File: src/fwd_pkg.sv
`default_nettype none

package fwd_pkg;

    parameter int xlen           = 64;
    parameter int reg_addr_width = 5;
    parameter int op_word_width  = 32;
    parameter int apb_addr_width = 12;
    parameter int apb_data_width = 32;

    // op word layout
    parameter int opcode_lsb   = 0;
    parameter int opcode_width = 4;
    parameter int rd_lsb       = 4;
    parameter int rs1_lsb      = 9;
    parameter int rs2_lsb      = 14;
    parameter int imm_lsb      = 19;
    parameter int imm_width    = 13;  // signed

    typedef enum logic [opcode_width-1:0] {
        op_add  = 4'd0,
        op_sub  = 4'd1,
        op_and  = 4'd2,
        op_or   = 4'd3,
        op_xor  = 4'd4,
        op_sll  = 4'd5,
        op_srl  = 4'd6,
        op_addi = 4'd7,
        op_li   = 4'd8
    } alu_op_e;

    //////////////////////////////
    // apb map
    //////////////////////////////
    parameter logic [apb_addr_width-1:0] addr_op      = 12'h000;
    parameter logic [apb_addr_width-1:0] addr_ctrl    = 12'h004;
    parameter logic [apb_addr_width-1:0] addr_status  = 12'h008;
    parameter logic [apb_addr_width-1:0] addr_retired = 12'h00c;
    parameter logic [apb_addr_width-1:0] addr_reg_lo  = 12'h100;  // + 4*n
    parameter logic [apb_addr_width-1:0] addr_reg_hi  = 12'h180;  // + 4*n

    typedef enum logic [1:0] {
        idle,
        run,
        drain
    } fsm_state_e;

endpackage

`default_nettype wire

File: src/operand_bypass.sv
`timescale 1ns/1ps
`default_nettype none

module operand_bypass (
    input  wire  [fwd_pkg::reg_addr_width-1:0]  rs1,
    input  wire  [fwd_pkg::reg_addr_width-1:0]  rs2,
    input  wire                                 ex_valid,
    input  wire  [fwd_pkg::reg_addr_width-1:0]  ex_rd,
    input  wire  [fwd_pkg::xlen-1:0]            ex_result,
    input  wire                                 mem_valid,
    input  wire  [fwd_pkg::reg_addr_width-1:0]  mem_rd,
    input  wire  [fwd_pkg::xlen-1:0]            mem_result,
    input  wire  [fwd_pkg::xlen-1:0]            rf_rdata1,
    input  wire  [fwd_pkg::xlen-1:0]            rf_rdata2,
    output logic [fwd_pkg::xlen-1:0]            op_a,
    output logic [fwd_pkg::xlen-1:0]            op_b
);
    import fwd_pkg::*;

    logic ex_hit_a;
    logic ex_hit_b;
    logic mem_hit_a;
    logic mem_hit_b;

    // a stage supplies src when it holds a live write to the same non-zero reg
    function automatic logic stage_match(
        input logic                      valid,
        input logic [reg_addr_width-1:0] rd,
        input logic [reg_addr_width-1:0] src
    );
        return valid && (rd == src) && (src != '0);
    endfunction

    assign ex_hit_a  = stage_match(ex_valid, ex_rd, rs1);
    assign ex_hit_b  = stage_match(ex_valid, ex_rd, rs2);
    assign mem_hit_a = stage_match(mem_valid, mem_rd, rs1);
    assign mem_hit_b = stage_match(mem_valid, mem_rd, rs2);

    //////////////////////////////
    // newest value wins: ex, then mem, then file
    //////////////////////////////
    always_comb begin
        if (ex_hit_a) begin
            op_a = ex_result;
        end else if (mem_hit_a) begin
            op_a = mem_result;
        end else begin
            op_a = rf_rdata1;
        end
    end

    always_comb begin
        if (ex_hit_b) begin
            op_b = ex_result;
        end else if (mem_hit_b) begin
            op_b = mem_result;
        end else begin
            op_b = rf_rdata2;
        end
    end

endmodule

`default_nettype wire

File: config.mk
export PLATFORM = sky130hd
export DESIGN_NAME = operand_bypass
export DESIGN_NICKNAME = d
export VERILOG_FILES = /design/src/fwd_pkg.sv /design/src/operand_bypass.sv
export SDC_FILE = /design/constraint.sdc
export NUM_CORES = 1
export LEC_CHECK = 0
export ABC_AREA = 1
export BUFFER_PORTS_ARGS = -buffer_cell sky130_fd_sc_hd__buf_4
export CAP_MARGIN = 25
export CORE_AREA = 2 2 156 158
export DETAILED_ROUTE_END_ITERATION = 7
export DIE_AREA = 0 0 158 160
export SYNTH_ARGS = -nofsm -noshare
export SYNTH_HDL_FRONTEND = slang
export SYNTH_SLANG_ARGS = --single-unit
File: constraint.sdc
create_clock -name vclk -period 1.8
set_input_delay 0.36 -clock vclk [all_inputs]
set_output_delay 0.36 -clock vclk [all_outputs]
set_load 0.005 [all_outputs]
; ---- After elaboration in Yosys (flattened, before gate mapping)
; Index checks and enable logic that the tools add are counted.
[totals]
regBits = 0
inputBits = 278
output_inout_bits = 128
word_cells = 18
[op_classes]
eq_ne = 4
mux = 4
reduce_logical = 10
[op_table]
columns = op, count
row1 = $mux W64, 4
row2 = $eq A5 B5 Y1, 4
row3 = $reduce_bool A5 Y1, 2
row4 = $logic_and A1 B1 Y1, 8

; ---- Longest topological paths before layout
; Gate-level depths: netlist (run 1).
[depth]
depth_word = 5
depth_mapped = 11
mapped_depth_nobuf = 10

; ---- Worst setup path after synthesis (run 1)
; No wires, ideal clock.
[synth_timing]
kind = input port to output port
startpoint = in ex_rd[3] (netlist bit)
endpoint = out op_b[10] (netlist bit)
t_arrival_ns = 1.210
required_time_ns = 1.440
setup_slack_ns = 0.230
stages = 9
path_buffers = 2
path_cell_list = inv_1 nand2_1 o21ai_0 nor2_1 and2_1 buf_4 buf_6 nand3_1 nand2_1
[synth_via]
elab_chain_cells = 4
[synth_rtl]
columns = element, line_no
row1 = from (decl), operand_bypass.sv:8  ; input wire [fwd_pkg::reg_addr_width-1:0] ex_rd,
row2 = $eq A5 B5 Y1, operand_bypass.sv:31  ; return valid && (rd == src) && (src != '0);
row3 = $logic_and A1 B1 Y1 (2 in series), operand_bypass.sv:31
row4 = $mux W64, operand_bypass.sv:53  ; if (ex_hit_b) begin
row5 = to (decl), operand_bypass.sv:16  ; output logic [fwd_pkg::xlen-1:0] op_b
; No other way between the ends.

; ---- Worst setup path after layout (run 1)
[layout_timing]
startpoint = in rs1[4] (netlist bit)
endpoint = out op_a[54] (netlist bit)
[layout_via]
elab_chain_cells = 5
elab_cells_between_ends = 9
classes_between = eq/ne: 2 / mux: 2 / reduce/logical: 5
[layout_rtl]
columns = element, line_no
row1 = from (decl), operand_bypass.sv:5  ; input wire [fwd_pkg::reg_addr_width-1:0] rs1,
row2 = $eq A5 B5 Y1, operand_bypass.sv:31
row3 = $logic_and A1 B1 Y1 (2 in series), operand_bypass.sv:31
row4 = $mux W64, operand_bypass.sv:45  ; end else if (mem_hit_a) begin
row5 = $mux W64 *, operand_bypass.sv:43  ; if (ex_hit_a) begin
row6 = to (decl), operand_bypass.sv:15  ; output logic [fwd_pkg::xlen-1:0] op_a,
; Every way passes the cells marked *; elsewhere a longest branch is shown, timed or not.

==> impl_metrics.ini, run 1 <==
[synthesis]
yosys.area.top_type = nand3_1
ys_seq_area_frac = 0
syn_area_per_cell_sq_um = 4.55
ys.warnings.count = 0
synth_common_cells = 367 x nand2_1, 325 x nand3_1, 210 x inv_1, 33 x buf_6, 25 x buf_2
synth_top_area_share = 0.356
syn_area_sq_um = 4570
synth_cells = 1004
syn_nets = 1282
yosysMostFrequentCell = nand2_1
synthTopCellsByArea = nand3_1 36%, nand2_1 30%, inv_1 17%
synth_cell_types = 18

[layout]
fillers = 2518
n_clock_buffer = 0
diodes = 0
final_layout_size_suffix_gt1_frac = 0.518
final_core_util = 0.446
instances_no_fill = 1761
seq_cells = 0
fin_nets = 1717
syn_to_final_growth_pct = 133
seqCellArea_sq_um = 0

[global_route]
grt-ovfl-total = 0
grt_pass1_wl_um = 43300
grt_max_degree = 33
grt_pass1_vias = 7798
track_usage = 0.222
antenna_found_initial = 0

[die]
fp.coreArea_sq_um = 23800
die_w_um = 158
die-area_sq_um = 25300
num_io_pins = 406
die_h_um = 160
initial_core_util = 0.192
std_cell_rows = 57

[drt]
drt_pass1_iterations = 6
num_vias = 8466
viasPerCell = 4.81
ant_nets = 0
drtIter0Drc = 789
wirelength_um = 36200
wl_per_cell_um = 20.6
drc = 0

[sta]
worst_slack_ns = -0.307
setup_tns_ns = -28.72
drv_slew = 0
final-hold-violation-count = 0
slew_headroom = 0.814
rsz0062_at_grt = yes
setup_violations = 128
holdWs_ns = 0.995
clock.fmax_ghz = 0.475
period_minus_slack_ns = 2.11
worstMarginPinSlew_ns = 0.279
period_share = 1.17

[worst_setup_path]
endpoint_kind = primary output
cp_max_fo = 21
cpMostUsedCell = buf_6
cp_top_family = simple AND/OR/NAND/NOR gates
worstPathRequired_ns = 1.44
crit_chain = buf_6 -> buf_6 -> nand2_2 -> nand4_1 -> nor2_2 -> nand2_4 -> buf_6 -> nand3_1 -> nand2_1 -> buf_4
crit_buf_inv = 4
crit_slowest_cell = buf_6
start_kind = primary input
crit_path_max_incr_delay_ns = 0.24
crit_type = primary input to primary output
critical_path_arrival_ns = 1.75

[placement]
dp_hpwl_um = 20600
routabilityCongestion = 0.923
io_buffer_count = 406
dp_cells = 1698

[power]
p_sw_frac = 0.467
seqPwrFrac = 0
powerDensity_nw_per_um2 = 225
peakVddDrop_uv = 85.4
p_int_mw = 1.28
combPwrFrac = 1.000
power_switching_mw = 1.12
leakagePower_nw = 6.12
clock_power_share = 0

[hold_path]
hp-class = primary input to primary output

[outcome]
violations = negative setup slack
status = finished, violations left

[flow_run]
drv_cap = 0
[cell usage in the layout, fill, tap and decap left out, types with 3 or more instances in the layout]
| cell type | n |
|---|---|
| buf_16 | 16 |
| inv_4 | 4 |
| nand2_1 | 254 |
| buf_8 | 9 |
| nand3_1 | 234 |
| nand2_4 | 42 |
| a21oi_2 | 3 |
| buf_6 | 58 |
| nand2_2 | 72 |
| nor2_4 | 7 |
| nand3_4 | 6 |
| inv_1 | 198 |
| buf_12 | 23 |
| inv_2 | 13 |
| buf_4 | 371 |
| clkbuf_16 | 26 |
| nand3_2 | 86 |
[power by group through the flow]
stage | sequential, mW | clock, mW | combinational, mW
finish | 0 | 0 | 2.39
global route | 0 | 0 | 2.55
CTS | 0 | 0 | 1.95
detailed placement | 0 | 0 | 1.75
global placement | 0 | 0 | 1.75
floorplan | 0 | 0 | 0.689
[cells by family after synthesis]
family | Yosys count | synth area share
buffers and inverters | 289 | 0.311
AND/OR/NAND/NOR | 708 | 0.680
AO/OA/AOI/OAI | 7 | 0.00904
[cell type report]
class | instances | area, sq um | share of cell area
Timing Repair inverter | 1 | 8.76 | 0.000824
Timing Repair Buffer | 504 | 5160 | 0.485
Tap cell | 324 | 405 | 0.0382
Multi-Input combinational cell | 716 | 4220 | 0.397
Inverter | 216 | 833 | 0.0784
[layer usage]
| metal | wire length, um | vias up | global-route usage |
|---|---|---|---|
| met3 | 3010 | 109 | 0.0277 |
| met4 | 1290 | 0 | 0.0549 |
| li1 | - | 3964 | - |
| met2 | 18600 | 535 | 0.423 |
| met5 | 0 | - | 0 |
| met1 | 13400 | 3858 | 0.257 |
[path summary, 6_finish.rpt]
| kind | start | to | slack (ns) | cells past startpoint |
|---|---|---|---|---|
| worst max-delay path | rs1[4] | op_a[54] | -0.31 | 10 |
| worst min-delay path | ex_result[11] | op_a[11] | 0.99 | 4 |
[repair_timing]
| action | in CTS | in global routing |
|---|---|---|
| endpoints found under the setup margin | 128 | 128 |
| gates resized for setup | 73 | 315 |
| hold buffers | 0 | 0 |
| pin swaps | 10 | 83 |
| setup buffers | 9 | 11 |
| gates cloned | 13 | 33 |
[stage by stage]
step	area, sq um	power, mW	setup slack, ns
floorplan	4570	0.690	0.230
global placement	7950	1.75	-0.373
detailed placement	7950	1.75	-0.351
CTS	8710	1.95	-0.282
global route	10600	2.55	-0.399
finish	10600	2.39	-0.307
(Power assumes the default switching activity.)
==> run 2, diff against run 1 <==
==> constraint.sdc (replaced) <==
create_clock -name vclk -period 1.98
set_input_delay 0.198 -clock vclk [all_inputs]
set_output_delay 0.198 -clock vclk [all_outputs]
set_load 0.005 [all_outputs]
==> run 2 against run 1 <==
The run now ends clean. Non-clock buffer count decreased by 76. Worst hold slack lost 0.32 ns. Setup slack gained 0.49 ns. Count of clock-buffer cells in the layout did not move. Critical path depth did not move. Die area unchanged.
==> impl_metrics.ini, run 2 (synthesis gave the netlist of run 1 again) <==
[drt]
num_vias = 7615
viasPerCell = 4.52
drtIter0Drc = 682
ant_nets = 0
drc = 0
wirelength_um = 26400
drt_pass1_iterations = 6
wl_per_cell_um = 15.7

[worst_setup_path]
endpoint_kind = primary output
cp_max_fo = 22
crit_path_max_incr_delay_ns = 0.29
worstPathRequired_ns = 1.78
crit_type = primary input to primary output
crit_chain = buf_4 -> inv_2 -> nand3_1 -> nor2_1 -> nor2_1 -> nand2_2 -> buf_4 -> nand3_1 -> nand2_1 -> buf_4
critical_path_arrival_ns = 1.59
crit_slowest_cell = buf_4
start_kind = primary input
startpoint = rs1[1]
cpMostUsedCell = buf_4

[sta]
worstMarginPinSlew_ns = 0.352
clock.fmax_ghz = 0.558
period_share = 0.906
setup_violations = 0
period_minus_slack_ns = 1.79
drv_slew = 0
rsz0062_at_grt = no
slew_headroom = 0.765
final-hold-violation-count = 0
setup_tns_ns = 0

[placement]
routabilityCongestion = 0.901
io_buffer_count = 406
dp_hpwl_um = 20500

[die]
initial_core_util = 0.192
num_io_pins = 406
die_w_um = 158
std_cell_rows = 57
die-area_sq_um = 25300
fp.coreArea_sq_um = 23800
die_h_um = 160

[layout]
seqCellArea_sq_um = 0
seq_cells = 0
diodes = 0
mostFrequentLayoutCells = 414 x buf_4, 366 x nand2_1, 325 x nand3_1, 210 x inv_1, 14 x buf_12
syn_to_final_growth_pct = 70.1
fillers = 2792
final_layout_size_suffix_gt1_frac = 0.328
fin_nets = 1639
mostFrequentLayoutCell = buf_4
n_clock_buffer = 0

[global_route]
grt_max_degree = 65
antenna_found_initial = 0
grt_pass1_vias = 7506
grt_pass1_wl_um = 39500
grt-ovfl-total = 0
track_usage = 0.196

[outcome]
status = complete, no violations

[power]
power_mw = 1.56
powerDensity_nw_per_um2 = 200
leakagePower_nw = 4.99
peakVddDrop_uv = 74.6

[flow_run]
drv_cap = 0

[cts]
post-cts-setup-buffers = 0
hold_buffers = 0
post_cts_resized = 0

[hold_path]
min_from = ex_result[50]
hp-class = primary input to primary output
[run 2: cell count changes in the layout (fill, tap and decap cells not counted), sizes merged]
cell	change
clkbuf	-26
clkinv	-1
buf	-49
nand2	-1
bufbuf	-1
[run 2: routing by layer]
layer	global-route usage	routed length [um]
met3	0.0242	2260
met5	0	0
met2	0.361	13200
met1	0.224	9860
met4	0.0803	1130
[run 2: area by class of cell]
type | instances | area (sq um) | area share
multi-input combinational | 715 | 3170 | 0.408
inverter | 216 | 811 | 0.104
tap | 324 | 405 | 0.0522
timing repair buffer | 428 | 3390 | 0.436
[run 2: path summary, 6_finish.rpt]
path	end	depth (start not counted)
setup / recovery	op_a[28]	10
hold / removal	op_a[50]	4
[run 2: worst max-delay path, delay by kind of cell]
kind / cells / cell delay [ns]
buf+inv: 4 / 0.57
simple gates: 6 / 0.81
[run 2: metrics by stage]
step	utilization	cell area (sq um)	hold slack, ns	setup slack (ns)	std cells
floorplan	-	4570	0.492	0.734	1004
global placement	0.326	7770	0.678	0.117	1683
detailed placement	0.326	7770	0.673	0.139	1683
CTS	0.326	7770	0.673	0.133	1683
global route	0.326	7770	0.694	0.0196	1683
finish	0.326	7770	0.674	0.187	1683
[run 2: power by group]
group          switching [mW]  leakage (nW)  internal [mW]
Combinational           0.755          4.99          0.801
Sequential                  0             0              0
Clock                       0             0              0
Total                   0.755          4.99          0.801
==> run 3, diff against run 2 <==
--- a/config.mk
+++ b/config.mk
@@ -8,9 +8,9 @@
 export ABC_AREA = 1
 export BUFFER_PORTS_ARGS = -buffer_cell sky130_fd_sc_hd__buf_4
 export CAP_MARGIN = 25
-export CORE_AREA = 2 2 156 158
+export CORE_AREA = 2 2 159 161
 export DETAILED_ROUTE_END_ITERATION = 7
-export DIE_AREA = 0 0 158 160
+export DIE_AREA = 0 0 161 163
 export SYNTH_ARGS = -nofsm -noshare
 export SYNTH_HDL_FRONTEND = slang
 export SYNTH_SLANG_ARGS = --single-unit
==> constraint.sdc (replaced) <==
create_clock -name vclk -period 1.6
set_input_delay 0.16 -clock vclk [all_inputs]
set_output_delay 0.16 -clock vclk [all_outputs]
set_load 0.005 [all_outputs]
==> run 3 against run 2 <==
The run now ends with negative setup slack left. Via count rose by 14%. Global-route usage down 0.19 points. Sequential share of layout area is the same. Critical path depth grew 1. Design area is 36% higher. Flip-flop and latch count stayed put. Critical path type unchanged.
==> impl_metrics.ini, run 3 (synthesis gave the netlist of run 1 again) <==
[layout]
final_layout_size_suffix_gt1_frac = 0.517
mostFrequentLayoutCell = buf_4
fin_nets = 1718
multi_input_comb_area_sq_um = 4230
n_clock_buffer = 0
diodes = 0
seqCellArea_sq_um = 0
seq_cells = 0
final_core_util = 0.430
mostFrequentLayoutCells = 381 x buf_4, 268 x nand2_1, 225 x nand3_1, 198 x inv_1, 80 x nand3_2
fillers = 2554
syn_to_final_growth_pct = 132

[drt]
wl_per_cell_um = 21.0
num_vias = 8715
drc = 0
drt_pass1_iterations = 6
viasPerCell = 4.93
drtIter0Drc = 982
ant_nets = 0
wirelength_um = 37100

[power]
power_mw = 2.72
p_int_mw = 1.42
powerDensity_nw_per_um2 = 256
leakagePower_nw = 6.16
power_switching_mw = 1.30
clock_power_share = 0
peakVddDrop_uv = 125
combPwrFrac = 1.000
seqPwrFrac = 0
p_sw_frac = 0.476

[sta]
worst_slack_ns = -0.0823
period_minus_slack_ns = 1.68
period_share = 1.05
slew_headroom = 0.750
rsz0062_at_grt = yes
final-hold-violation-count = 0
worstMarginPinSlew_ns = 0.376
drv_slew = 0
clock.fmax_ghz = 0.594
setup_tns_ns = -3.11
setup_violations = 111
holdWs_ns = 0.594

[die]
num_io_pins = 406
die_h_um = 163
fp.coreArea_sq_um = 24700
die_w_um = 161
std_cell_rows = 58
initial_core_util = 0.185
die-area_sq_um = 26200

[placement]
place_ws_ns = -0.0921
routabilityCongestion = 0.950
dp_hpwl_um = 20900
io_buffer_count = 406

[outcome]
status = finished, violations left
violations = negative setup slack

[worst_setup_path]
worstPathRequired_ns = 1.44
critical_path_arrival_ns = 1.52
crit_slowest_cell = nor2_4
start_kind = primary input
crit_buf_inv = 4
crit_type = primary input to primary output
crit_path_max_incr_delay_ns = 0.25
cp_max_fo = 8
endpoint_kind = primary output
cpMostUsedCell = nand2_2
cp_top_family = simple AND/OR/NAND/NOR gates
crit_chain = buf_8 -> inv_4 -> a21oi_2 -> nand2_2 -> nor2_4 -> nand2_8 -> clkbuf_16 -> nand2_1 -> nand3_1 -> nand2_2 -> buf_4

[global_route]
grt-ovfl-total = 0
grt_pass1_wl_um = 41000
track_usage = 0.194
grt_pass1_vias = 7366
grt_max_degree = 40
antenna_found_initial = 1

[cts]
hold_buffers = 0

[hold_path]
hp-class = primary input to primary output

[flow_run]
drv_cap = 0
-- run 3: changes by cell type in the layout (fill, tap and decap cells not counted), sizes merged --
cell	before	now
clkbuf	0	30
buf	428	476
clkinv	0	1
-- run 3: power groups by stage --
| stage | clock network [mW] | registers [mW] | logic, mW |
|---|---|---|---|
| 2_1_floorplan | 0 | 0 | 0.776 |
| 3_3_place_gp | 0 | 0 | 2.00 |
| 3_5_place_dp | 0 | 0 | 1.98 |
| 4_1_cts | 0 | 0 | 2.06 |
| 5_1_grt | 0 | 0 | 2.87 |
| 6_report | 0 | 0 | 2.72 |
-- run 3: per-layer routing --
| metal | GRT usage | vias to the layer above | wire length [um] |
|---|---|---|---|
| li1 | - | 3958 | - |
| met1 | 0.249 | 4012 | 14700 |
| met2 | 0.343 | 632 | 17400 |
| met3 | 0.0293 | 111 | 3700 |
| met4 | 0.0390 | 2 | 1260 |
| met5 | 0 | - | 10 |
-- run 3: worst paths after layout --
check / startpoint / endpoint / slack, ns / cells past startpoint
min: ex_result[39] / op_a[39] / 0.59 / 4
max: mem_rd[3] / op_b[28] / -0.08 / 11
-- run 3: stage by stage --
| stage | area, sq um | cells |
|---|---|---|
| floorplan | 4570 | 1004 |
| global placement | 8010 | 1706 |
| detailed placement | 8010 | 1706 |
| CTS | 8340 | 1714 |
| global route | 10600 | 1768 |
| finish | 10600 | 1768 |
-- run 3: final cells by class --
class              instances  area share
well taps                330      0.0389
multi-input cells        715       0.398
repair inverters           1     0.00106
inverters                216      0.0797
repair buffers           506       0.482
-- run 3: repair_timing --
action,CTS,global route
endpoints found under the setup margin,113,128
resized for setup,49,315
setup buffers,2,9
gates cloned,6,45
pin swaps,8,113
